$ cat config.mk
export PLATFORM = sky130hd
export DESIGN_NAME = vec_lane_alu
export DESIGN_NICKNAME = d
export VERILOG_FILES = /design/src/rtl/vec_pkg.sv /design/src/rtl/vec_lane_alu.sv
export VERILOG_INCLUDE_DIRS = /design/src /design/src/include
export SDC_FILE = /design/constraint.sdc
export NUM_CORES = 1
export LEC_CHECK = 0
export ABC_AREA = 1
export BUFFER_PORTS_ARGS = -buffer_cell sky130_fd_sc_hd__buf_2
export CAP_MARGIN = 20
export CORE_ASPECT_RATIO = 0.9
export CORE_MARGIN = 2
export CORE_UTILIZATION = 40
export DETAILED_ROUTE_END_ITERATION = 8
export PLACE_DENSITY = 0.74
export REMOVE_ABC_BUFFERS = 1
export SKIP_LAST_GASP = 1
export SLEW_MARGIN = 20
export SYNTH_ARGS = -nofsm -noshare
export SYNTH_HDL_FRONTEND = slang
export SYNTH_SLANG_ARGS = --single-unit
$ cat constraint.sdc
create_clock -name vclk -period 3.2
set_input_delay 0.32 -clock vclk [all_inputs]
set_output_delay 0.32 -clock vclk [all_outputs]
set_load 0.01 [all_outputs]
$ cat src/include/vec_macros.svh
// Vector unit sizing constants
// Register count, register width and its byte count
// Default number of element lanes per cycle
`ifndef VEC_MACROS_SVH
`define VEC_MACROS_SVH

// ========================================
// Register file geometry
// ========================================
// Architectural vector registers v0..v31
`define VEC_NUM_REGS 32
// Bits per vector register
`define VEC_VLEN 128
// Bytes per vector register, also the write port width
`define VEC_VBYTES (`VEC_VLEN / 8)

// Elements handled each write cycle; 1, 2 or 4 only
`define VEC_LANES 2

`endif

$ cat src/rtl/vec_pkg.sv
// Vector unit shared types
// SEW and operation encodings, element, offset and register number types
package vec_pkg;

  // Element width code
  typedef enum logic [1:0] {
    SEW8  = 2'b00,
    SEW16 = 2'b01,
    SEW32 = 2'b10
  } sew_t;

  // Element-wise operation
  typedef enum logic [1:0] {
    VOP_ADD = 2'b00,
    VOP_SUB = 2'b01,
    // Copy of vs2
    VOP_MV  = 2'b10
  } vop_t;

  // Element index, vl up to 128
  typedef logic [6:0] offset_t;

  // Zero-extended element word
  typedef logic [31:0] elem_t;

  // Register number
  typedef logic [4:0] regidx_t;

endpackage

$ cat src/rtl/vec_lane_alu.sv
// Per-lane vector ALU
// Add, subtract and move, results wrapped to the element width
`timescale 1ns/1ps
`include "vec_macros.svh"

module vec_lane_alu import vec_pkg::*; #(
  parameter int LANES = `VEC_LANES
) (
  input  vop_t  op,
  input  sew_t  sew,
  // a from vs1, b from vs2
  input  elem_t a [LANES],
  input  elem_t b [LANES],
  output elem_t result [LANES]
);

  // Full 32-bit results before wrapping
  elem_t raw [LANES];
  // Keeps the low SEW bits
  elem_t width_mask;

  always_comb begin
    case (sew)
      SEW8:    width_mask = 32'h0000_00ff;
      SEW16:   width_mask = 32'h0000_ffff;
      default: width_mask = 32'hffff_ffff;
    endcase
  end

  // ========================================
  // Lane arithmetic
  // ========================================
  always_comb begin
    for (int i = 0; i < LANES; i++) begin
      case (op)
        VOP_ADD: raw[i] = b[i] + a[i];
        // vs2 minus vs1
        VOP_SUB: raw[i] = b[i] - a[i];
        default: raw[i] = b[i];
      endcase
      // Wrap modulo 2^SEW
      result[i] = raw[i] & width_mask;
    end
  end

endmodule

==> results of run 1 <==
==> placed cells by master, fill, tap and decap left out, drive strengths merged <==
cell type	Yosys	final
nand2	570	570
buf	8	412
inv	325	325
nor2	261	261
nand3	106	106
ha	64	64
a21oi	59	59
xor2	55	55
o21ai	47	47
xnor2	20	20
nor3	20	20
nand4	18	18
o21bai	9	9
nand3b	7	7
or2	7	7
diode	0	4
o31ai	4	4
nor4	3	3
o21a	2	2
a21o	2	2
fa	2	2
nor3b	1	1
a31oi	1	1
nor2b	1	1
==> worst max-delay path, cell delays in order <==
cell	delay (ns)
buf_8	0.10
inv_6	0.05
ha_4	0.14
nand2_4	0.06
nor2_4	0.13
nand2_4	0.10
o21ai_4	0.21
nand2_2	0.11
a21oi_4	0.14
buf_4	0.15
xor2_4	0.18
ha_4	0.24
nand2_1	0.08
nand2_1	0.11
a21oi_2	0.20
o21ai_2	0.08
nand3b_1	0.17
nand2_1	0.12
nand3_1	0.12
nand2_1	0.12
inv_1	0.04
buf_2	0.13
==> path summary, 6_finish.rpt <==
kind	end	slack (ns)	from
worst min-delay path	result[2]	0.94	b[2]
worst max-delay path	result[57]	-0.23	a[33]
==> metrics by stage <==
step / setup slack [ns] / TNS, ns
6_report: -0.2320 / -2.689
5_1_grt: -0.3680 / -8.949
3_5_place_dp: -0.3340 / -7.157
2_1_floorplan: -1.010 / -42.50
3_3_place_gp: -0.2159 / -3.508
4_1_cts: -0.1525 / -1.342
==> synthesized netlist by cell type (all sizes together) <==
master,n
nand2,570
inv,325
nor2,261
nand3,106
ha,64
a21oi,59
xor2,55
o21ai,47
nor3,20
xnor2,20
nand4,18
clkbuf,17
o21bai,9
buf,8
nand3b,7
or2,7
o31ai,4
nor4,3
a21o,2
fa,2
o21a,2
a31oi,1
nor2b,1
nor3b,1
==> cells by family (layout without fill, tap and decap cells) <==
logic type      count (synthesis)  after routing
compound gates                124            124
xor+xnor                       75             75
fa+ha+maj                      66             66
buf+inv                       350            737
other cells                     0              4
simple gates                  994            994
==> where the power goes <==
part	internal [mW]	switching (mW)	leakage [nW]	total (mW)
registers	0	0	0	0
clock network	0.000000168	0	0.0000254	0.000000168
logic	1.20	1.66	7.07	2.85
total	1.20	1.66	7.07	2.85
==> repair_timing <==
action,CTS,global route
endpoints found under the setup margin,40,48
hold endpoints to repair,0,0
gates resized for setup,150,344
setup buffers,17,33
cloned,0,0
pin swaps,68,188
==> layer usage <==
layer	global-route usage (%)	wire, um	up-vias
li1	-	-	5665
met1	33.75	12480	5235
met2	52.44	16850	531
met3	0.6803	2375	112
met4	9.947	1365	0
met5	0	0	-
==> cell type report <==
class	instances	area (um2)
Tap cell	245	306.5
Multi-Input combinational cell	1259	8011
Fill cell	1551	6145
Inverter	325	1242
Timing Repair Buffer	412	2691
Antenna cell	4	10.01
==> results.toml, run 1 <==
[sta]
hold_slack_ns = 0.9385
rsz0062_at_grt = "true"
final.min_clock_period_ns = 3.432
clock.fmax_ghz = 0.2914
worstMarginPinSlew_ns = 0.9867
relSlewSlack_pct = 34.22
fin_ws_ns = -0.2320
finalHoldViolCount = 0
drv_slew = 0
setup_viol = 32
period_share_pct = 107.3

[synthesis]
yosys.area_share.simple_pct = 53.54
synth_xor_area_share_pct = 8.711
yosys-top-cells-area = "nand2_1 (28%), inv_1 (16%), nor2_1 (13%)"
netlist_area_um2 = 7541
synth-compound-area-share_pct = 9.059
avgSynthCellArea_um2 = 4.687
synth_warnings = 0
synthAdderAreaFrac_pct = 11.15
yosys.area.top_type = "nand2_1"
yosys.area.top_type_share_pct = 28.07
synth.mux.area_fraction_pct = 0
synth_cell_types = 35
synthCells = 1609
synth_top_family_by_area = "simple AND/OR/NAND/NOR gates"
ys_seq_area_share_pct = 0

[layout]
seq_cells = 0
ff_latch_area_um2 = 0
nNetsFinal = 2196
fin_cells = 2245
fin_util_pct = 66.62
drive_above_1_share_pct = 39.58
finish.instance_area_um2 = 12260
nClkBuffers = 0
area_delta_synth_final_pct = 62.60

[pwr]
max-vdd-ir-drop_mv = 0.1277
leakage_nw = 7.070
powerDensity_nw_per_um2 = 232.7
finalPower_mw = 2.853

[global_routing]
overflow = 0
grt_max_degree = 89
antenna_found_initial = 4
grt_usage_pct = 27.82
grt_pass1_vias = 10043
grt_pass1_wl_um = 45860

[placed_design]
dp_cells = 2191
placed_cell_area_um2 = 9972
io_buffer_count = 196
dp.final_hpwl_um = 24180
gp_congestion = 0.9899

[worst_setup_path]
start_kind = "input port"
crit_type = "in2out"
critPathArrivalTime_ns = 3.11
worst_ep_required_time_ns = 2.88
end_kind = "output pin"
cp_max_fo = 4

[routing]
drc = 0
drt_wl_total_um = 33070
vias = 11543
drtIter0Drc = 768
ant_nets = 0
drtPass1Iterations = 9
avgRoutedWirePerCell_um = 14.73
via_per_inst = 5.142

[floorplan]
die_y_um = 134.3
initial_core_util_pct = 40.97
core-area_um2 = 18410
ioPinCount = 196
die_w_um = 148.7
die_area_um2 = 19970
num_rows = 47

[cts]
hold_buffers = 0

[outcome]
violations = "negative setup slack"
status = "finished, violations left"

[worst_hold_path]
holdPathStages = 4
min_path_type = "in2out"

[run]
maxCapViolations = 0
(Power assumes the default switching activity.)
==> run 2, diff against run 1 <==
CAP_MARGIN = not set   (was 20)
clock period = 4.25 ns   (was 3.2 ns; I/O delays follow)
==> run 2 against run 1 <==
  * Critical path type unchanged
  * The flow now finishes without violations
  * Total power shrank 50%
  * Routed wire length shrank 19%
  * Combinational power shrank 50%
==> results.toml, run 2 (synthesis gave the netlist of run 1 again) <==
[routing]
drc = 0
drtIter0Drc = 573
avgRoutedWirePerCell_um = 13.24
drt_wl_total_um = 26940
ant_nets = 0
via_per_inst = 4.909
vias = 9984
drtPass1Iterations = 5

[layout]
nNetsFinal = 1986
finish.instance_area_um2 = 8791
drive_above_1_share_pct = 12.65
nClkBuffers = 0
seq_cells = 0
final_common_cell = "nand2_1"
area_delta_synth_final_pct = 16.58
fin_util_pct = 47.76
ff_latch_area_um2 = 0
mostFrequentLayoutCells = "nand2_1 (564), inv_1 (323), nor2_1 (255)"

[floorplan]
die_area_um2 = 19970
die_w_um = 148.7
die_y_um = 134.3
initial_core_util_pct = 40.97
num_rows = 47
core-area_um2 = 18410
ioPinCount = 196

[cts]
post-cts-setup-buffer-count = 0
ctsResizeCount = 0
hold_buffers = 0

[worst_setup_path]
end_kind = "output pin"
max_stage_delay_ns = 0.38
critical_path.most_common_cell = "nand2_1"
path_delay_family = "simple AND/OR/NAND/NOR gates"
worstPathCellList = "buf_2, inv_1, ha_1, inv_1, nor3_4, inv_1, nor2_1, nand2_1, o31ai_1, xor2_1, ha_1, nand2_1, nor2_1, inv_1, nor3_1, nand2_1, nand2_1, nand2_1, nand3_1, nand3_1, nand2_1, inv_1, buf_2"
critPathArrivalTime_ns = 3.43
slowest_stage = "ha_1"
cp_num_cells = 23
start_kind = "input port"
crit_type = "in2out"
cp_max_fo = 6
critPathBufInv = 7
worst_ep_required_time_ns = 3.83

[run]
maxCapViolations = 0

[global_routing]
grt_max_degree = 89
antenna_found_initial = 3
overflow = 0
grt_pass1_wl_um = 42650
grt_usage_pct = 26.11
grt_pass1_vias = 9059

[sta]
relSlewSlack_pct = 34.23
final.min_clock_period_ns = 3.851
period_share_pct = 90.62
finalHoldViolCount = 0
setup_viol = 0
worstMarginPinSlew_ns = 0.9865
clock.fmax_ghz = 0.2597
drv_slew = 0
rsz0062_at_grt = "false"

[worst_hold_path]
min_path_type = "in2out"
holdPathStages = 4

[placed_design]
gp_congestion = 0.9677
io_buffer_count = 196
placed_cell_area_um2 = 8783
dp.final_hpwl_um = 23350

[pwr]
leakage_nw = 5.707
powerDensity_nw_per_um2 = 162.2
max-vdd-ir-drop_mv = 0.08658

[outcome]
status = "finished clean"
run 2: layout make-up:
cell class | instances | area, um2
inverter | 325 | 1220
multi-input combinational | 1259 | 6218
tap | 245 | 306.5
antenna | 3 | 7.507
fill | 2105 | 9615
timing repair buffer | 202 | 1039
run 2: worst paths after layout:
kind	from	end	slack [ns]
worst min-delay path	b[2]	result[2]	1.15
worst max-delay path	a[0]	result[29]	0.40
run 2: power by group:
group,switching [mW],internal (mW)
sequential,0,0
combinational,0.915,0.510
clock,0,0.0000000945
total,0.915,0.510
run 2: worst min-delay path, stage by stage:
cell,delay [ns]
buf_2,0.09
nand2_1,0.05
nand2_1,0.05
buf_2,0.11
run 2: layer usage:
layer	vias up	part of all wire, %	global-route usage (%)
li1	5253	-	-
met5	-	0	0
met3	52	5.6	0.9864
met4	0	2.9	7.196
met2	322	49	49.18
met1	4357	43	32.31
run 2: per-stage QoR:
stage	total power, mW	hold WS (ns)	TNS (ns)	setup WS, ns	cells
final	1.426	1.147	0	0.3988	2034
after global routing	1.613	1.168	0	0.04012	2034
after CTS	1.411	1.153	0	0.4195	2031
after detailed placement	1.404	1.152	0	0.4294	2031
after global placement	1.393	1.150	0	0.4318	2031
after floorplan	0.9643	0.9651	-1.686	-0.1702	1584
