--- config.mk ---
export PLATFORM = sky130hd
export DESIGN_NAME = vec_elem_addr
export DESIGN_NICKNAME = d
export VERILOG_FILES = /design/src/include/vec_macros.svh /design/src/rtl/vec_pkg.sv /design/src/rtl/vec_elem_addr.sv
export SDC_FILE = /design/constraint.sdc
export NUM_CORES = 1
export LEC_CHECK = 0
export BUFFER_PORTS_ARGS = -buffer_cell sky130_fd_sc_hd__buf_2
export CORE_AREA = 2 2 39 41
export DETAILED_ROUTE_END_ITERATION = 8
export DIE_AREA = 0 0 41 43
export PLACE_DENSITY = 0.52
export SYNTH_ARGS = -nofsm -noshare
export SYNTH_HDL_FRONTEND = slang
export SYNTH_SLANG_ARGS = --single-unit
--- constraint.sdc ---
create_clock -name vclk -period 3.8
set_clock_uncertainty 0.05 [all_clocks]
set_input_delay 0.57 -clock vclk [all_inputs]
set_output_delay 0.57 -clock vclk [all_outputs]
set_load 0.05 [all_outputs]
--- src/include/vec_macros.svh ---
// Vector unit sizing constants
// Register count, register width and its byte count
// Default number of element lanes per cycle
`ifndef VEC_MACROS_SVH
`define VEC_MACROS_SVH

// ========================================
// Register file geometry
// ========================================
// Architectural vector registers v0..v31
`define VEC_NUM_REGS 32
// Bits per vector register
`define VEC_VLEN 128
// Bytes per vector register, also the write port width
`define VEC_VBYTES (`VEC_VLEN / 8)

// Elements handled each write cycle; 1, 2 or 4 only
`define VEC_LANES 2

`endif

--- src/rtl/vec_pkg.sv ---
// Vector unit shared types
// SEW and operation encodings, element, offset and register number types
package vec_pkg;

  // Element width code
  typedef enum logic [1:0] {
    SEW8  = 2'b00,
    SEW16 = 2'b01,
    SEW32 = 2'b10
  } sew_t;

  // Element-wise operation
  typedef enum logic [1:0] {
    VOP_ADD = 2'b00,
    VOP_SUB = 2'b01,
    // Copy of vs2
    VOP_MV  = 2'b10
  } vop_t;

  // Element index, vl up to 128
  typedef logic [6:0] offset_t;

  // Zero-extended element word
  typedef logic [31:0] elem_t;

  // Register number
  typedef logic [4:0] regidx_t;

endpackage

--- src/rtl/vec_elem_addr.sv ---
// Element address decoder
// Splits an element index into a register within the group and a byte offset
`timescale 1ns/1ps

module vec_elem_addr import vec_pkg::*; (
  input  regidx_t    base_reg,
  input  sew_t       sew,
  input  offset_t    elem_idx,
  output regidx_t    reg_idx,
  output logic [3:0] byte_off
);

  // Register step above the group base
  regidx_t reg_step;

  // ========================================
  // Index split by element width
  // ========================================
  always_comb begin
    case (sew)
      SEW32: begin
        // 4 elements per register
        reg_step = elem_idx[6:2];
        byte_off = {elem_idx[1:0], 2'b00};
      end
      SEW16: begin
        // 8 elements per register
        reg_step = {1'b0, elem_idx[6:3]};
        byte_off = {elem_idx[2:0], 1'b0};
      end
      default: begin
        // 16 byte elements per register
        reg_step = {2'b00, elem_idx[6:4]};
        byte_off = elem_idx[3:0];
      end
    endcase
  end

  // Group member, wraps past v31
  assign reg_idx = base_reg + reg_step;

endmodule

==> results of run 1 <==
layout make-up:
cell class | instances | share of cell area
Timing Repair Buffer | 23 | 0.276
Inverter | 2 | 0.0180
Multi-Input combinational cell | 37 | 0.658
Tap cell | 16 | 0.0480
where the power goes:
group          switching [mW]  internal (mW)  total, mW
clock                       0              0          0
sequential                  0              0          0
combinational          0.0893         0.0353      0.125
total                  0.0893         0.0353      0.125
metrics by stage:
| step | power (mW) | util | hold WS [ns] | cell area [um^2] |
|---|---|---|---|---|
| global placement | 0.125 | 0.301 | 1.52 | 417 |
| finish | 0.125 | 0.301 | 1.52 | 417 |
| floorplan | 0.0991 | - | 1.39 | 287 |
| global route | 0.136 | 0.301 | 1.55 | 417 |
| detailed placement | 0.126 | 0.301 | 1.51 | 417 |
| CTS | 0.126 | 0.301 | 1.52 | 417 |
cell families after synthesis:
group | count (synthesis) | synth area share
xor+xnor | 4 | 0.122
simple gates | 10 | 0.153
fa+ha+maj | 7 | 0.332
compound gates | 16 | 0.349
buf+inv | 3 | 0.0437
per-layer routing:
layer | vias to the layer above | wire length [um] | GRT usage
li1 | 190 | - | -
met1 | 143 | 282 | 0.117
met2 | 14 | 353 | 0.147
met3 | 0 | 71 | 0
met4 | 0 | 0 | 0
met5 | - | 0 | 0
worst max path at each step:
stage | start | end | slack [ns] | cells past startpoint
after global placement | sew[0] | reg_idx[4] | 0.45 | 10
after global routing | sew[0] | reg_idx[4] | 0.25 | 10
after detailed placement | sew[0] | reg_idx[4] | 0.42 | 10
after floorplan | sew[0] | reg_idx[4] | 0.53 | 8
final | sew[0] | reg_idx[4] | 0.45 | 10
after CTS | sew[0] | reg_idx[4] | 0.42 | 10
synthesized netlist by cell type:
master | count | share of area
fa_1 | 1 | 0.070
inv_1 | 2 | 0.026
xor2_1 | 1 | 0.031
nand2_1 | 7 | 0.092
a22oi_1 | 6 | 0.16
a21oi_1 | 2 | 0.035
buf_2 | 1 | 0.017
ha_1 | 6 | 0.26
and2_1 | 1 | 0.022
nor2_1 | 1 | 0.013
xnor2_1 | 3 | 0.092
o21ai_0 | 6 | 0.10
a21o_1 | 2 | 0.052
nand3b_1 | 1 | 0.026
critical path: stages:
cell     delay, ns
buf_2         0.09
inv_1         0.04
ha_1          0.48
o21ai_0       0.18
ha_1          0.24
fa_1          0.40
a21o_1        0.17
a21oi_1       0.17
xnor2_1       0.12
buf_2         0.27
==> results.sh, run 1 <==
export IMPL_rsz0062_at_grt="false"
export IMPL_holdBufCountCts=0
export IMPL_worstHoldStart="elem_idx[2]"
export IMPL_hold_violations=0
export IMPL_ys_seq_area_frac=0
export IMPL_finalWirelength_um=707
export IMPL_yosys_warnings=0
export IMPL_layout_common_cells="buf_2, nand2_1, a22oi_1, o21ai_0, ha_1"
export IMPL_syn_area_um2=287
export IMPL_drive_gt1_frac=0.371
export IMPL_grt_pass1_wl_mm=1.11
export IMPL_syn_inst=40
export IMPL_rows=14
export IMPL_syn_nets=61
export IMPL_initial_core_util=0.207
export IMPL_synth_avg_cell_area_um2=7.16
export IMPL_crit_arrival_ns=2.73
export IMPL_place_inst=78
export IMPL_pre_cts_ws_ns=0.423
export IMPL_via_count=347
export IMPL_cts_setup_buffers=0
export IMPL_groute_usage_overall=0.0839
export IMPL_worstHoldPathType="primary input to output port"
export IMPL_pwr_density_cell_nw_per_um2=299
export IMPL_antenna_found_initial=0
export IMPL_path_max_fanout=15
export IMPL_grt_max_degree=16
export IMPL_port_buffers=23
export IMPL_drc_errors=0
export IMPL_drtIter0Drc=3
export IMPL_maxCapViolCount=0
export IMPL_grt_pass1_vias=282
export IMPL_relSlewSlack=0.721
export IMPL_seqCellArea_um2=0
export IMPL_die_y_um=43
export IMPL_layout_commonest_cell="buf_2"
export IMPL_setup_tns_ns=0
export IMPL_period_share=0.882
export IMPL_fmax_mhz=298
export IMPL_drtAntennaViolNets=0
export IMPL_wire_per_inst_um=9.06
export IMPL_cts_resized=0
export IMPL_boundaryPins=23
export IMPL_core_area_um2=1380
export IMPL_fillCellCount=160
export IMPL_worstPathRequired_ns=3.18
export IMPL_diodes=0
export IMPL_multi_input_area_um2=274
export IMPL_worstHoldEndpoint="byte_off[2]"
export IMPL_gr_total_overflow=0
export IMPL_endpoint_kind="output port"
export IMPL_drv_slew=0
export IMPL_p_leak_nw=0.233
export IMPL_layout_sequential_cells=0
export IMPL_layout_nets=85
export IMPL_crit_type="primary input to output port"
export IMPL_instances_no_fill=78
export IMPL_layout_min_cycle_time_ns=3.35
export IMPL_via_per_inst=4.45
export IMPL_dieArea_um2=1760
export IMPL_cp_start_kind="primary input"
export IMPL_status="finished, final reports clean"
export IMPL_gp_congestion=0.595
export IMPL_max_vdd_ir_drop_v=0.0000676
export IMPL_worstMarginPinSlew_ns=0.414
export IMPL_hpwl_um=641
export IMPL_drt_first_pass_iters=3
export IMPL_setup_viol=0
export IMPL_area_growth_pct=45.4
export IMPL_nClkBuffers=0
export IMPL_die_w_um=41
export IMPL_worst_slack_ns=0.448
export IMPL_synth_cell_types=14
export IMPL_hold_depth=4
No activity file was read; power rests on OpenSTA's default activity.
==> run 2: changes to the inputs <==
Settings changed: BUFFER_PORTS_ARGS -buffer_cell sky130_fd_sc_hd__buf_2 to -buffer_cell sky130_fd_sc_hd__clkbuf_2, SLEW_MARGIN set to 0.
==> run 2 against run 1 <==
Effect of this change:
- maximum frequency about the same
- sequential share of layout area unchanged
- clock-buffer cell count unchanged
- via count up 2.6%
- critical path depth unchanged
- largest power group unchanged
- highest routed layer unchanged
- cell count unchanged
==> results.sh, run 2 (synthesis results as in run 1) <==
export IMPL_drtAntennaViolNets=0
export IMPL_die_y_um=43
export IMPL_maxCapViolCount=0
export IMPL_seq_power_share=0
export IMPL_groute_usage_overall=0.0879
export IMPL_p_leak_nw=0.236
export IMPL_port_buffers=23
export IMPL_grt_max_degree=16
export IMPL_cp_start_kind="primary input"
export IMPL_period_share=0.882
export IMPL_setup_viol=0
export IMPL_intPower_uw=34.8
export IMPL_cts_resized=0
export IMPL_endpoint_kind="output port"
export IMPL_boundaryPins=23
export IMPL_hold_violations=0
export IMPL_hpwl_um=624
export IMPL_area_growth_pct=45.4
export IMPL_startpoint="sew[0]"
export IMPL_fmax_mhz=298
export IMPL_setup_tns_ns=0
export IMPL_worstHoldStart="elem_idx[3]"
export IMPL_nClkBuffers=0
export IMPL_cts_setup_buffers=0
export IMPL_p_switching_uw=89.6
export IMPL_worstPathRequired_ns=3.18
export IMPL_status="finished, final reports clean"
export IMPL_grt_use_met2=0.138
export IMPL_worstHoldEndpoint="byte_off[3]"
export IMPL_hold_ws_ns=1.54
export IMPL_drc_errors=0
export IMPL_layout_nets=85
export IMPL_wire_per_inst_um=8.92
export IMPL_crit_type="primary input to output port"
export IMPL_layout_commonest_cell="clkbuf_2"
export IMPL_diodes=0
export IMPL_path_max_fanout=15
export IMPL_seqCellArea_um2=0
export IMPL_max_vdd_ir_drop_v=0.0000559
export IMPL_layout_common_cells="clkbuf_2, nand2_1, a22oi_1, o21ai_0, ha_1"
export IMPL_drtIter0Drc=4
export IMPL_crit_arrival_ns=2.73
export IMPL_via_per_inst=4.56
export IMPL_layout_min_cycle_time_ns=3.35
export IMPL_initial_core_util=0.207
export IMPL_finalWirelength_um=696
export IMPL_rows=14
export IMPL_grtUsageMet1=0.136
export IMPL_gr_total_overflow=0
export IMPL_relSlewSlack=0.771
export IMPL_hold_depth=4
export IMPL_drive_gt1_frac=0.371
export IMPL_worstHoldPathType="primary input to output port"
export IMPL_dieArea_um2=1760
export IMPL_grt_pass1_vias=310
export IMPL_die_w_um=41
export IMPL_gr_max_usage_layer="met2"
export IMPL_via_count=356
export IMPL_grt_pass1_wl_mm=1.20
export IMPL_pwr_density_cell_nw_per_um2=299
export IMPL_worstMarginPinSlew_ns=0.339
export IMPL_holdBufCountCts=0
export IMPL_switching_share=0.720
export IMPL_drv_slew=0
export IMPL_gp_congestion=0.605
export IMPL_clockPowerShare=0
export IMPL_core_area_um2=1380
export IMPL_rsz0062_at_grt="false"
export IMPL_layout_sequential_cells=0
export IMPL_antenna_found_initial=0
export IMPL_combPwrFrac=1.000
export IMPL_grt_use_met3=0.00524
export IMPL_drt_first_pass_iters=2
[run 2: cell types whose count changed in the layout (fill, tap and decap cells not counted), sizes merged]
| cell | change |
|---|---|
| clkbuf | +23 |
| buf | -23 |
[run 2: power groups by stage]
stage	combinational, mW	sequential [mW]	clock (mW)
5_1_grt	0.136	0	0
3_3_place_gp	0.125	0	0
2_1_floorplan	0.0991	0	0
6_report	0.124	0	0
4_1_cts	0.126	0	0
3_5_place_dp	0.125	0	0
[run 2: critical path, stage by stage]
cell and delay [ns]:
clkbuf_2 0.09, inv_1 0.04, ha_1 0.49, o21ai_0 0.16, ha_1 0.22, fa_1 0.41, a21o_1 0.17, a21oi_1 0.17
xnor2_1 0.13, clkbuf_2 0.29
[run 2: layer usage]
metal,up-vias,share of wire,routed length (um)
met5,-,0,0
met4,0,0,0
met3,0,0.10,73
met2,14,0.46,317
met1,151,0.44,305
li1,191,-,-
[run 2: stage by stage]
| step | worst slack [ns] | cells | total power, mW | utilization | area [um^2] |
|---|---|---|---|---|---|
| 2_1_floorplan | 0.529 | 40 | 0.0991 | - | 287 |
| 3_3_place_gp | 0.461 | 78 | 0.125 | 0.301 | 417 |
| 3_5_place_dp | 0.420 | 78 | 0.125 | 0.301 | 417 |
| 4_1_cts | 0.420 | 78 | 0.126 | 0.301 | 417 |
| 5_1_grt | 0.230 | 78 | 0.136 | 0.301 | 417 |
| 6_report | 0.450 | 78 | 0.124 | 0.301 | 417 |
[run 2: final cells by class]
type / instances / area [um^2]
fill: 167 / 967
multi-input combinational: 37 / 274
timing repair buffer: 23 / 115
tap: 16 / 20.0
inverter: 2 / 7.51
[run 2: how the worst max path moves through the flow]
stage,slack (ns),endpoint,cells after the start
floorplan,0.53,reg_idx[4],8
global placement,0.46,reg_idx[4],10
detailed placement,0.42,reg_idx[4],10
CTS,0.42,reg_idx[4],10
global route,0.23,reg_idx[4],10
finish,0.45,reg_idx[4],10
