===== src/include/vec_macros.svh =====
// Vector unit sizing constants
// Register count, register width and its byte count
// Default number of element lanes per cycle
`ifndef VEC_MACROS_SVH
`define VEC_MACROS_SVH

// ========================================
// Register file geometry
// ========================================
// Architectural vector registers v0..v31
`define VEC_NUM_REGS 32
// Bits per vector register
`define VEC_VLEN 128
// Bytes per vector register, also the write port width
`define VEC_VBYTES (`VEC_VLEN / 8)

// Elements handled each write cycle; 1, 2 or 4 only
`define VEC_LANES 2

`endif


===== src/rtl/vec_pkg.sv =====
// Vector unit shared types
// SEW and operation encodings, element, offset and register number types
package vec_pkg;

  // Element width code
  typedef enum logic [1:0] {
    SEW8  = 2'b00,
    SEW16 = 2'b01,
    SEW32 = 2'b10
  } sew_t;

  // Element-wise operation
  typedef enum logic [1:0] {
    VOP_ADD = 2'b00,
    VOP_SUB = 2'b01,
    // Copy of vs2
    VOP_MV  = 2'b10
  } vop_t;

  // Element index, vl up to 128
  typedef logic [6:0] offset_t;

  // Zero-extended element word
  typedef logic [31:0] elem_t;

  // Register number
  typedef logic [4:0] regidx_t;

endpackage


===== src/rtl/vec_seq_ctrl.sv =====
// Vector operation sequencer
// Idle/run FSM, latched operation fields, lane element indices
// Write enable per cycle and a done strobe after the last write
`timescale 1ns/1ps
`include "vec_macros.svh"

module vec_seq_ctrl import vec_pkg::*; #(
  parameter int LANES = `VEC_LANES
) (
  input  logic    CLK,
  input  logic    nRST,
  // Operation request
  input  logic    start,
  input  vop_t    op,
  input  sew_t    sew,
  input  offset_t vl,
  input  regidx_t vd,
  input  regidx_t vs1,
  input  regidx_t vs2,
  input  logic    vm,
  // Status
  output logic    busy,
  output logic    done,
  // Per-cycle datapath control
  output logic    wr_en,
  output offset_t elem_idx [LANES],
  output logic    lane_valid [LANES],
  output vop_t    cur_op,
  output sew_t    cur_sew,
  output regidx_t cur_vd,
  output regidx_t cur_vs1,
  output regidx_t cur_vs2,
  output logic    cur_vm
);

  typedef enum logic {
    ST_IDLE,
    ST_RUN
  } state_t;

  state_t     state;
  // First element of the current cycle
  offset_t    base;
  offset_t    vl_q;
  // One bit wider so base + LANES cannot overflow
  logic [7:0] next_base;
  logic       accept;

  assign accept    = start && (state == ST_IDLE);
  assign next_base = {1'b0, base} + 8'(LANES);

  // ========================================
  // FSM and element counter
  // ========================================
  always_ff @(posedge CLK, negedge nRST) begin
    if (!nRST) begin
      state <= ST_IDLE;
      base  <= '0;
      done  <= 1'b0;
    end else begin
      done <= 1'b0;
      case (state)
        ST_IDLE: begin
          if (accept) begin
            base <= '0;
            // vl = 0 has no write cycles
            if (vl == '0) done <= 1'b1;
            else          state <= ST_RUN;
          end
        end
        default: begin
          base <= next_base[6:0];
          // Last group of elements written this cycle
          if (next_base >= {1'b0, vl_q}) begin
            state <= ST_IDLE;
            done  <= 1'b1;
          end
        end
      endcase
    end
  end

  // Operation fields, held for the whole run
  always_ff @(posedge CLK) begin
    if (accept) begin
      cur_op  <= op;
      cur_sew <= sew;
      vl_q    <= vl;
      cur_vd  <= vd;
      cur_vs1 <= vs1;
      cur_vs2 <= vs2;
      cur_vm  <= vm;
    end
  end

  assign busy  = (state == ST_RUN);
  // Every run cycle writes
  assign wr_en = busy;

  // Lane indices, tail lanes past vl dropped
  always_comb begin
    for (int i = 0; i < LANES; i++) begin
      elem_idx[i]   = base + offset_t'(i);
      lane_valid[i] = busy && (({1'b0, base} + 8'(i)) < {1'b0, vl_q});
    end
  end

endmodule


===== config.mk =====
export PLATFORM = sky130hd
export DESIGN_NAME = vec_seq_ctrl
export DESIGN_NICKNAME = d
export VERILOG_FILES = /design/src/rtl/vec_pkg.sv /design/src/rtl/vec_seq_ctrl.sv
export VERILOG_INCLUDE_DIRS = /design/src /design/src/include
export SDC_FILE = /design/constraint.sdc
export NUM_CORES = 1
export LEC_CHECK = 0
export BUFFER_PORTS_ARGS = -buffer_cell sky130_fd_sc_hd__buf_2
export CORE_UTILIZATION = 35
export DETAILED_ROUTE_END_ITERATION = 12
export SLEW_MARGIN = 10
export SYNTH_ARGS = -nofsm -noshare
export SYNTH_HDL_FRONTEND = slang
export SYNTH_SLANG_ARGS = --single-unit
export TNS_END_PERCENT = 100

===== constraint.sdc =====
create_clock -name CLK -period 2.2 [get_ports CLK]
set_input_delay 0.22 -clock CLK [delete_from_list [all_inputs] [get_ports CLK]]
set_output_delay 0.22 -clock CLK [all_outputs]
set_load 0.02 [all_outputs]

==> metrics, run 1 <==
required time worst endpoint 1.98 ns; clock sink count 35; Slew Limit Fails 0; Die ar. slightly above 0.005 mm2; P per Cell Area roughly 1100 mW/mm2; number of I/O port buffers 66; final hold vios 0; Clock Tree Buf Depth 2; Synth area leader edfxtp_1; synth unique cells 30; wire per inst 12.5 um; Power Internal 1.57 mW; Final GP Congestion 0.745; Max FO, Critical Path 5; fin nets roughly 250; number of buffers created by CTS 5; global-route wire length before repair between 5000 and 6000 um; Hold Crit Class primary input to flip-flop; Setup Skew 0.00397 ns; status finished clean; period utilization approximately 96%; initial antenna violation count 0; min cycle time layout 2.11 ns; Routed Antenna Nets 0; fmax 0.474 GHz; 1st-iter DRT viols 34; RSZ-0062 raised after global routing false; post-synth net total 180; Skew-Pair Late Insertion Delay about 0.28 ns; FP Rows 25; Power Total 2.50 mW; min-delay src vs2[2]; CP startpoint kind flip-flop; I/O Pins slightly below 70; Worst Setup End Kind primary output; Worst Path Buf+Inv 2; sequential-to-total area share from yosys stat 58.9%; vias in the first global route roughly 1200; CP startpoint base[2]; Diodes inserted 0; setup_tns 0 ns; GRT Overall Usage approximately 14%; max-cap violations 0; core area 0.00472 mm2; DRC 0; TritonRoute pass-1 iters 4; DRT Wirelength roughly 3300 um; CTS tree built; share of layout cells above drive strength 1 about two fifths; syn_area_per_cell roughly 13 um2; synth-to-layout area growth 28.6%; setup violators final 0; Hold EP cur_vs2[2]; clock share of power between 20% and 30%; Synth top area share 47.2%; delay-heaviest family, CP compound AO/OA/AOI/OAI gates; Die W between 70 and 80 um; Synth Instances 130; Leak around 1.1 nW; reg-to-reg endpoint done; Worst IR Drop VDD ~0.00045 V; WP data arrival approximately 1.9 ns; CP max stage delay 0.43 ns; CP max-delay cell dfrtp_1; netlist area before placement between 0.0015 and 0.002 mm2; hpwl dp between 2000 and 3000 um; reg2reg path depth 8; worst reg2reg setup slack 0.25 ns; clk root buf clkbuf_8; hold depth 1; Initial Utilization between 30% and 40%; Critical Path, Cell by Cell buf_4, ha_1, nor2b_1, o21a_1, o21ai_0, a21o_1, buf_2; Critical Path Stages 7; Setup Buffers After CTS 0; Via Count roughly 1200; Net Sw Power slightly above 900 uW; CTS clock-pin slew for the worst setup and hold paths 0.07 ns; Crit Reg-Reg Startpoint base[1]; Switching Share approximately 37%; total global routing overflow 0; top post-synthesis cells by area edfxtp_1 47%, ha_1 15%, dfrtp_1 12%; sequential fraction of design power 39.1%; largest net degree at the start of global routing 28; Seq cells post-synth 35; Comb power frac between 30% and 40%; # H-tree levels 2; via/cell ratio 4.46; die height just over 70 um; CP Class flip-flop to primary output; warnings from Yosys 0
## timing repair
action | 4_1_cts | 5_1_grt
hold buffers | 1 | 0
setup endpoints to repair | 0 | 1
resized for setup | 0 | 1
endpoints found under the hold margin | 8 | 0
## layout by cell type (no fill, tap or decap), types with 2 or more instances in the layout
| cell | instances |
|---|---|
| buf_2 | 66 |
| edfxtp_1 | 27 |
| ha_1 | 20 |
| inv_1 | 9 |
| dfrtp_1 | 7 |
| nand3_1 | 6 |
| a21oi_1 | 6 |
| nand2b_1 | 5 |
| o21ai_0 | 5 |
| a21o_1 | 5 |
| nand2_1 | 5 |
| clkbuf_8 | 5 |
| xnor2_1 | 3 |
| buf_4 | 3 |
| nor2b_1 | 2 |
| nor3_1 | 2 |
| o22ai_1 | 2 |
| nor3b_1 | 2 |
| conb_1 | 2 |
## through the flow
stage	std cells	setup WS (ns)	utilization (%)	hold slack [ns]	area, um2
finish	265	0.0920	46.8	0.106	2210
floorplan	130	0.208	-	-0.0756	1720
global route	265	0.0150	46.8	0.0929	2210
global placement	256	0.298	44.2	0.0769	2090
CTS	265	0.0126	46.7	0.0946	2210
detailed placement	256	0.209	44.2	0.0767	2090
## cells by family after synthesis
group,after synthesis,synth area share [%]
flops,35,58.9
simple gates,28,10.4
xor+xnor,4,2.04
compound gates,22,8.02
other cells,2,0.437
buf+inv,19,5.68
fa+ha+maj,20,14.6
## cell usage after synthesis (all sizes together)
cell    number
a21o         5
a21oi        6
and3         1
buf          6
clkbuf       4
conb         2
dfrtp        8
edfxtp      27
ha          20
inv          9
nand2        5
nand2b       5
nand3        6
nand4        1
nand4b       1
nor2b        2
nor3         2
nor3b        2
nor4         1
o211ai       1
o21a         1
o21ai        5
o21ba        1
o21bai       1
o22ai        2
or2          1
or4          1
xnor2        3
xor2         1
## final cells by class
cell class,count,area (um2)
Tap cell,67,83.8
Clock buffer,5,68.8
Inverter,9,33.8
Timing Repair Buffer,70,363
Clock inverter,3,38.8
Sequential cell,35,1010
Multi-Input combinational cell,76,608
Fill cell,438,2510
## power groups by stage
stage	logic, mW	registers, mW	clock network (mW)
3_3_place_gp	0.964	0.985	0
5_1_grt	1.07	0.997	0.600
4_1_cts	0.972	0.977	0.576
2_1_floorplan	0.576	1.09	0
6_report	0.961	0.976	0.558
3_5_place_dp	0.967	0.990	0
## registers in the layout, indices dropped and copies added (netlist names)
name	cells
base	6
busy	1
cur_op	2
cur_sew	2
cur_vd	5
cur_vm	1
cur_vs1	5
cur_vs2	5
done	1
vl_q	7
## per-layer routing
metal	vias up	global-route usage, %	wire length [um]
met5	-	0	0
met4	0	7.19	60
met3	6	6.25	316
met2	59	22.2	1510
met1	525	14.7	1410
li1	592	-	-
## worst max-delay path by stage
stage | end | slack (ns)
after floorplan | lane_valid[1] | 0.21
after global placement | done | 0.30
after global routing | lane_valid[0] | 0.01
after detailed placement | done | 0.21
after CTS | lane_valid[1] | 0.01
final | lane_valid[0] | 0.09
(Power assumes the default switching activity.)
==> run 2: changes to the inputs <==
==> constraint.sdc (replaced) <==
create_clock -name CLK -period 2.2 [get_ports CLK]
set_input_delay 0.44 -clock CLK [delete_from_list [all_inputs] [get_ports CLK]]
set_output_delay 0.44 -clock CLK [all_outputs]
set_load 0.02 [all_outputs]
==> run 2 against run 1 <==
- sequential share of layout area down 2.0 points
- critical path depth down 1
- clock-buffer cell count up 1
- die area unchanged
- final area up 4.9%
- utilization up 2.3 points
- critical endpoint is now lane_valid[1]
- largest power group is now combinational logic
==> metrics, run 2 (synthesis gave the netlist of run 1 again) <==
status finished clean; Leak 1.10 nW (+3.8%); wire per inst 12.6 um (+1.4%); synth-to-layout area growth 34.9%; Hold Crit Class primary input to flip-flop; CP Class flip-flop to primary output; max-cap violations 0 (unchanged); GRT Overall Usage 14.2% (+0.61 points); reg2reg path depth 9 (+1); global-route wire length before repair 5350 um (+3.2%); 1st-iter DRT viols 21 (-38%); CP max-delay cell dfrtp_2; DRC 0 (unchanged); number of I/O port buffers 66 (unchanged); Power Total 2.53 mW (+1.5%); CP startpoint base[3]; hpwl dp 2510 um (-0.16%); # H-tree levels 2 (unchanged); flip-flop count of the largest register after layout 7 (unchanged); P per Cell Area 1090 mW/mm2 (-3.2%); vias in the first global route 1208 (+2.4%); FP Rows 25 (unchanged); period utilization 97.3% (+1.5 points); Max FO, Critical Path 6 (+1); core area 0.00472 mm2 (unchanged); Initial Utilization 36.3% (unchanged); Routed Antenna Nets 0 (unchanged); reg-to-reg endpoint done; Die W 72.0 um (unchanged); final hold vios 0 (unchanged); Post-Place Setup Slack 0.182 ns (-0.0275 ns); Via Count 1225 (+3.6%); share of layout cells above drive strength 1 48.3% (+7.9 points); Setup Skew 0.00502 ns (+0.00105 ns); worst reg2reg setup slack 0.20 ns (-0.05 ns); CTS tree built; I/O Pins 69 (unchanged); crit path to lane_valid[1]; Clock Tree Buf Depth 2 (unchanged); fmax 0.467 GHz (-1.5%); CTS clock-pin slew for the worst setup and hold paths 0.07 ns (about the same); total global routing overflow 0 (unchanged); CP startpoint kind flip-flop; Diodes inserted 0 (unchanged); number of buffers created by CTS 5 (unchanged); TritonRoute pass-1 iters 3 (-1); Final WS setup 0.0601 ns (-0.0319 ns); Skew-Pair Late Insertion Delay 0.28 ns (about the same); Worst Setup End Kind primary output; RSZ-0062 raised after global routing true; Biggest register vl_q; # fillers 427 (-2.5%); most common cell after layout, fill and taps aside buf_2; DRT Wirelength 3490 um (+5.6%); Die ar. 0.00519 mm2 (unchanged); clk root buf clkbuf_8; Top Registers vl_q: 7 flops, base: 6 flops; Slew Limit Fails 0 (unchanged); Crit Reg-Reg Startpoint base[1]; setup violators final 0 (unchanged); Worst IR Drop VDD 0.000476 V (+4.6%); initial antenna violation count 0 (unchanged); required time worst endpoint 1.76 ns (-0.22 ns); die height 72.0 um (unchanged); clock sink count 35 (unchanged); min cycle time layout 2.14 ns (+0.0319 ns); via/cell ratio 4.44 (-0.49%); CP max stage delay 0.46 ns (+0.03 ns); Final GP Congestion 0.710 (-4.8%); largest net degree at the start of global routing 28 (unchanged); fin nets 258 (+4.5%); most frequent cells in the layout 64 x buf_2, 27 x edfxtp_1, 18 x ha_1; WP data arrival 1.70 ns (-0.19 ns); Critical Path, Cell by Cell ha_1, a21o_1, a21oi_2, o22ai_2, nor3b_2, buf_4
## run 2: changes by cell type in the layout (fill, tap and decap cells not counted), moves of 2 or more
| cell | before | now |
|---|---|---|
| buf_4 | 3 | 16 |
| dfrtp_1 | 7 | 4 |
| dfrtp_2 | 1 | 4 |
| inv_1 | 9 | 6 |
| inv_2 | 0 | 3 |
| a21oi_1 | 6 | 4 |
| a21oi_2 | 0 | 2 |
| buf_2 | 66 | 64 |
| ha_1 | 20 | 18 |
| ha_4 | 0 | 2 |
## run 2: area by class of cell
class	instances	area, um2	share of cell area [%]
Clock inverter	2	7.51	0.324
Sequential cell	35	1020	43.9
Tap cell	67	83.8	3.62
Timing Repair Buffer	81	450	19.4
Inverter	9	33.8	1.46
Multi-Input combinational cell	76	652	28.1
Clock buffer	6	72.6	3.13
## run 2: timing repair
item                                   in CTS  in global routing
gates resized for setup                     6                  9
hold buffers                                1                  0
endpoints found under the hold margin       8                  0
setup endpoints to repair                   2                  2
pin swaps                                   1                  6
buffers inserted                            3                  7
gates cloned                                0                  0
## run 2: per-stage QoR
stage,TNS (ns),cells,hold WS [ns],instance area [um2],util (%)
after detailed placement,0,257,0.301,2100,44.5
final,0,276,0.334,2320,49.0
after global placement,0,257,0.294,2100,44.5
after floorplan,0,130,0.144,1720,-
after CTS,0,269,0.325,2220,47.0
after global routing,-0.0242,276,0.317,2320,49.0
## run 2: per-layer routing
metal	GRT usage [%]	part of all wire [%]	up-vias
li1	-	-	610
met1	14.7	40	554
met2	24.8	50	56
met3	6.94	8.8	5
met4	5.23	1.0	0
met5	0	0	-
## run 2: worst max-delay path, delay by kind of cell, from the launching register on
| family | cells | cell delay [ns] |
|---|---|---|
| buffers and inverters | 1 | 0.16 |
| AOI/OAI and AO/OA | 3 | 0.42 |
| and+or+nand+nor | 1 | 0.17 |
| DFF | 1 | 0.46 |
| adders and majority gates | 1 | 0.22 |
## run 2: worst min-delay path by stage
stage / slack [ns] / to / from / depth (start not counted)
6_report: 0.33 / cur_vs1[3] / vs1[3] / 1
5_1_grt: 0.32 / cur_op[0] / op[0] / 1
4_1_cts: 0.32 / cur_op[0] / op[0] / 1
3_5_place_dp: 0.30 / base[4] / nRST / 1
3_3_place_gp: 0.29 / base[4] / nRST / 1
2_1_floorplan: 0.14 / base[1] / nRST / 0
## run 2: where the power goes
group          switching (mW)  internal (mW)
Clock                   0.211          0.216
Combinational           0.657          0.497
Sequential             0.0888          0.864
==> run 3: changes to the inputs <==
--- a/config.mk
+++ b/config.mk
@@ -8,6 +8,8 @@
 export LEC_CHECK = 0
 export BUFFER_PORTS_ARGS = -buffer_cell sky130_fd_sc_hd__buf_2
-export CORE_UTILIZATION = 35
+export CORE_UTILIZATION = 40
 export DETAILED_ROUTE_END_ITERATION = 12
+export GPL_TIMING_DRIVEN = 1
+export PLACE_DENSITY = 0.68
 export SLEW_MARGIN = 10
 export SYNTH_ARGS = -nofsm -noshare
==> constraint.sdc (replaced) <==
create_clock -name CLK -period 2.2 [get_ports CLK]
set_input_delay 0 -clock CLK [delete_from_list [all_inputs] [get_ports CLK]]
set_output_delay 0 -clock CLK [all_outputs]
set_load 0.02 [all_outputs]
==> run 3 against run 2 <==
- wire length rose by 7.9%
- total power fell by 4.7%
- clock power barely moved
- final area rose by 4.9%
- critical path type unchanged
- highest routed layer unchanged
==> metrics, run 3 (synthesis gave the netlist of run 1 again) <==
status finished clean; number of buffers created by CTS 5 (unchanged); Via Count 1290 (+5.3%); min cycle time layout 1.96 ns (-0.179 ns); fmax 0.510 GHz (+9.1%); number of I/O port buffers 66 (unchanged); most frequent cells in the layout 66 x buf_2, 28 x dlygate4sd3_1, 27 x edfxtp_1; Worst IR Drop VDD 0.000527 V (+11%); Final GP Congestion 0.812 (+14%); P per Cell Area 994 mW/mm2 (-9.1%); most common cell after layout, fill and taps aside buf_2; TritonRoute pass-1 iters 4 (+1); setup_tns 0 ns (unchanged); setup violators final 0 (unchanged); GRT Overall Usage 19.4% (+5.2 points); register area 0.00101 mm2 (-0.49%); total global routing overflow 0 (unchanged); I/O Pins 69 (unchanged); max-cap violations 0 (unchanged); vias in the first global route 1368 (+13%); Skew-Pair Late Insertion Delay 0.27 ns (about the same); CP startpoint kind flip-flop; Leak 1.16 nW (+5.3%); clock sink count 35 (unchanged); global-route wire length before repair 6370 um (+19%); Biggest register vl_q; Diodes inserted 0 (unchanged); via/cell ratio 4.69 (+5.7%); initial antenna violation count 0 (unchanged); flip-flop count of the largest register after layout 7 (unchanged); Hold Crit Class primary input to flip-flop; fin nets 274 (+6.2%); # H-tree levels 2 (unchanged); hpwl dp 2550 um (+1.7%); WP data arrival 1.96 ns (+0.26 ns); share of layout cells above drive strength 1 34.2% (-14 points); die height 67.5 um (-6.3%); Die ar. 0.00456 mm2 (-12%); Die W 67.5 um (-6.3%); Power Total 2.41 mW (-4.7%); Max FO, Critical Path 7 (+1); required time worst endpoint 2.20 ns (+0.44 ns); wire per inst 13.7 um (+8.3%); cts repair resizes 0 (-6); period utilization 89.2% (-8.1 points); FP Rows 23 (-8.0%); multi-input logic area 608 um2 (-6.7%); DRC 0 (unchanged); core area 0.00406 mm2 (-14%); DRT Wirelength 3760 um (+7.9%); 1st-iter DRT viols 43 (+100%); synth-to-layout area growth 41.5%; Clock Tree Buf Depth 2 (unchanged); CP Class flip-flop to primary output; CTS tree built; Initial Utilization 42.3% (+6.0 points); largest net degree at the start of global routing 28 (unchanged); Slew Limit Fails 0 (unchanged); final hold vios 0 (unchanged); RSZ-0062 raised after global routing false; Setup Skew 0.00570 ns (+0.000683 ns); CTS clock-pin slew for the worst setup and hold paths 0.07 ns (about the same); utilization after layout 59.9% (+11 points); # fillers 337 (-21%); Routed Antenna Nets 0 (unchanged); clk root buf clkbuf_8; Worst Setup End Kind primary output; Top Registers vl_q: 7 flops, base: 6 flops
run 3: cell count changes in the layout (fill, tap and decap cells not counted), moves of 2 or more:
cell           previous run  this run
dfrtp_2                   4         0
inv_1                     6         9
inv_2                     3         0
ha_1                     18        20
a21oi_1                   4         6
ha_4                      2         0
dfrtp_1                   4         8
a21oi_2                   2         0
buf_4                    16         3
buf_2                    64        66
dlygate4sd3_1             1        28
run 3: layout make-up:
class	count	share of cell area [%]
sequential	35	41.6
tap	50	2.58
clock inverter	2	0.309
timing repair buffer	97	26.1
clock buffer	6	2.99
inverter	9	1.39
multi-input combinational	76	25.0
run 3: what timing repair did:
item	in CTS	in global routing
hold buffers	28	0
endpoints found under the setup margin	0	0
setup buffers	0	0
hold endpoints to repair	35	0
run 3: path summary, 6_finish.rpt:
path | start | endpoint | slack, ns | cells past startpoint
max in group asynchronous | nRST | done | 1.94 | 2
hold / removal | start | base[4] | 0.02 | 2
setup / recovery | base[1] | lane_valid[1] | 0.24 | 8
min in group asynchronous | nRST | base[6] | 0.09 | 2
setup reg to reg | base[3] | done | 0.30 | 7
hold reg to reg | base[4] | base[4] | 0.69 | 2
run 3: through the flow:
stage          instances  cell area, um2  hold WS, ns  setup slack [ns]
6_report             275            2430       0.0162             0.239
5_1_grt              275            2430       0.0206            0.0994
4_1_cts              275            2430      0.00208             0.227
3_5_place_dp         239            2070       -0.147             0.352
3_3_place_gp         239            2070       -0.150             0.447
2_1_floorplan        130            1720       -0.296             0.222
run 3: critical path, cell delays in order, from the launching register on:
cell and delay (ns):
dfrtp_1 0.35, buf_4 0.16, inv_1 0.09, ha_1 0.31
o21bai_1 0.07, a21oi_1 0.17, o22ai_1 0.10, nor3b_1 0.22
buf_2 0.20
run 3: where the power goes:
part | switching (mW) | internal [mW]
Combinational | 0.603 | 0.417
Sequential | 0.109 | 0.858
Clock | 0.212 | 0.216
run 3: metal layers:
| layer | routed length (um) | vias to the layer above | track usage [%] |
|---|---|---|---|
| li1 | - | 647 | - |
| met1 | 1590 | 579 | 23.0 |
| met2 | 1840 | 58 | 31.9 |
| met3 | 277 | 6 | 7.09 |
| met4 | 46 | 0 | 6.91 |
| met5 | 0 | - | 0 |
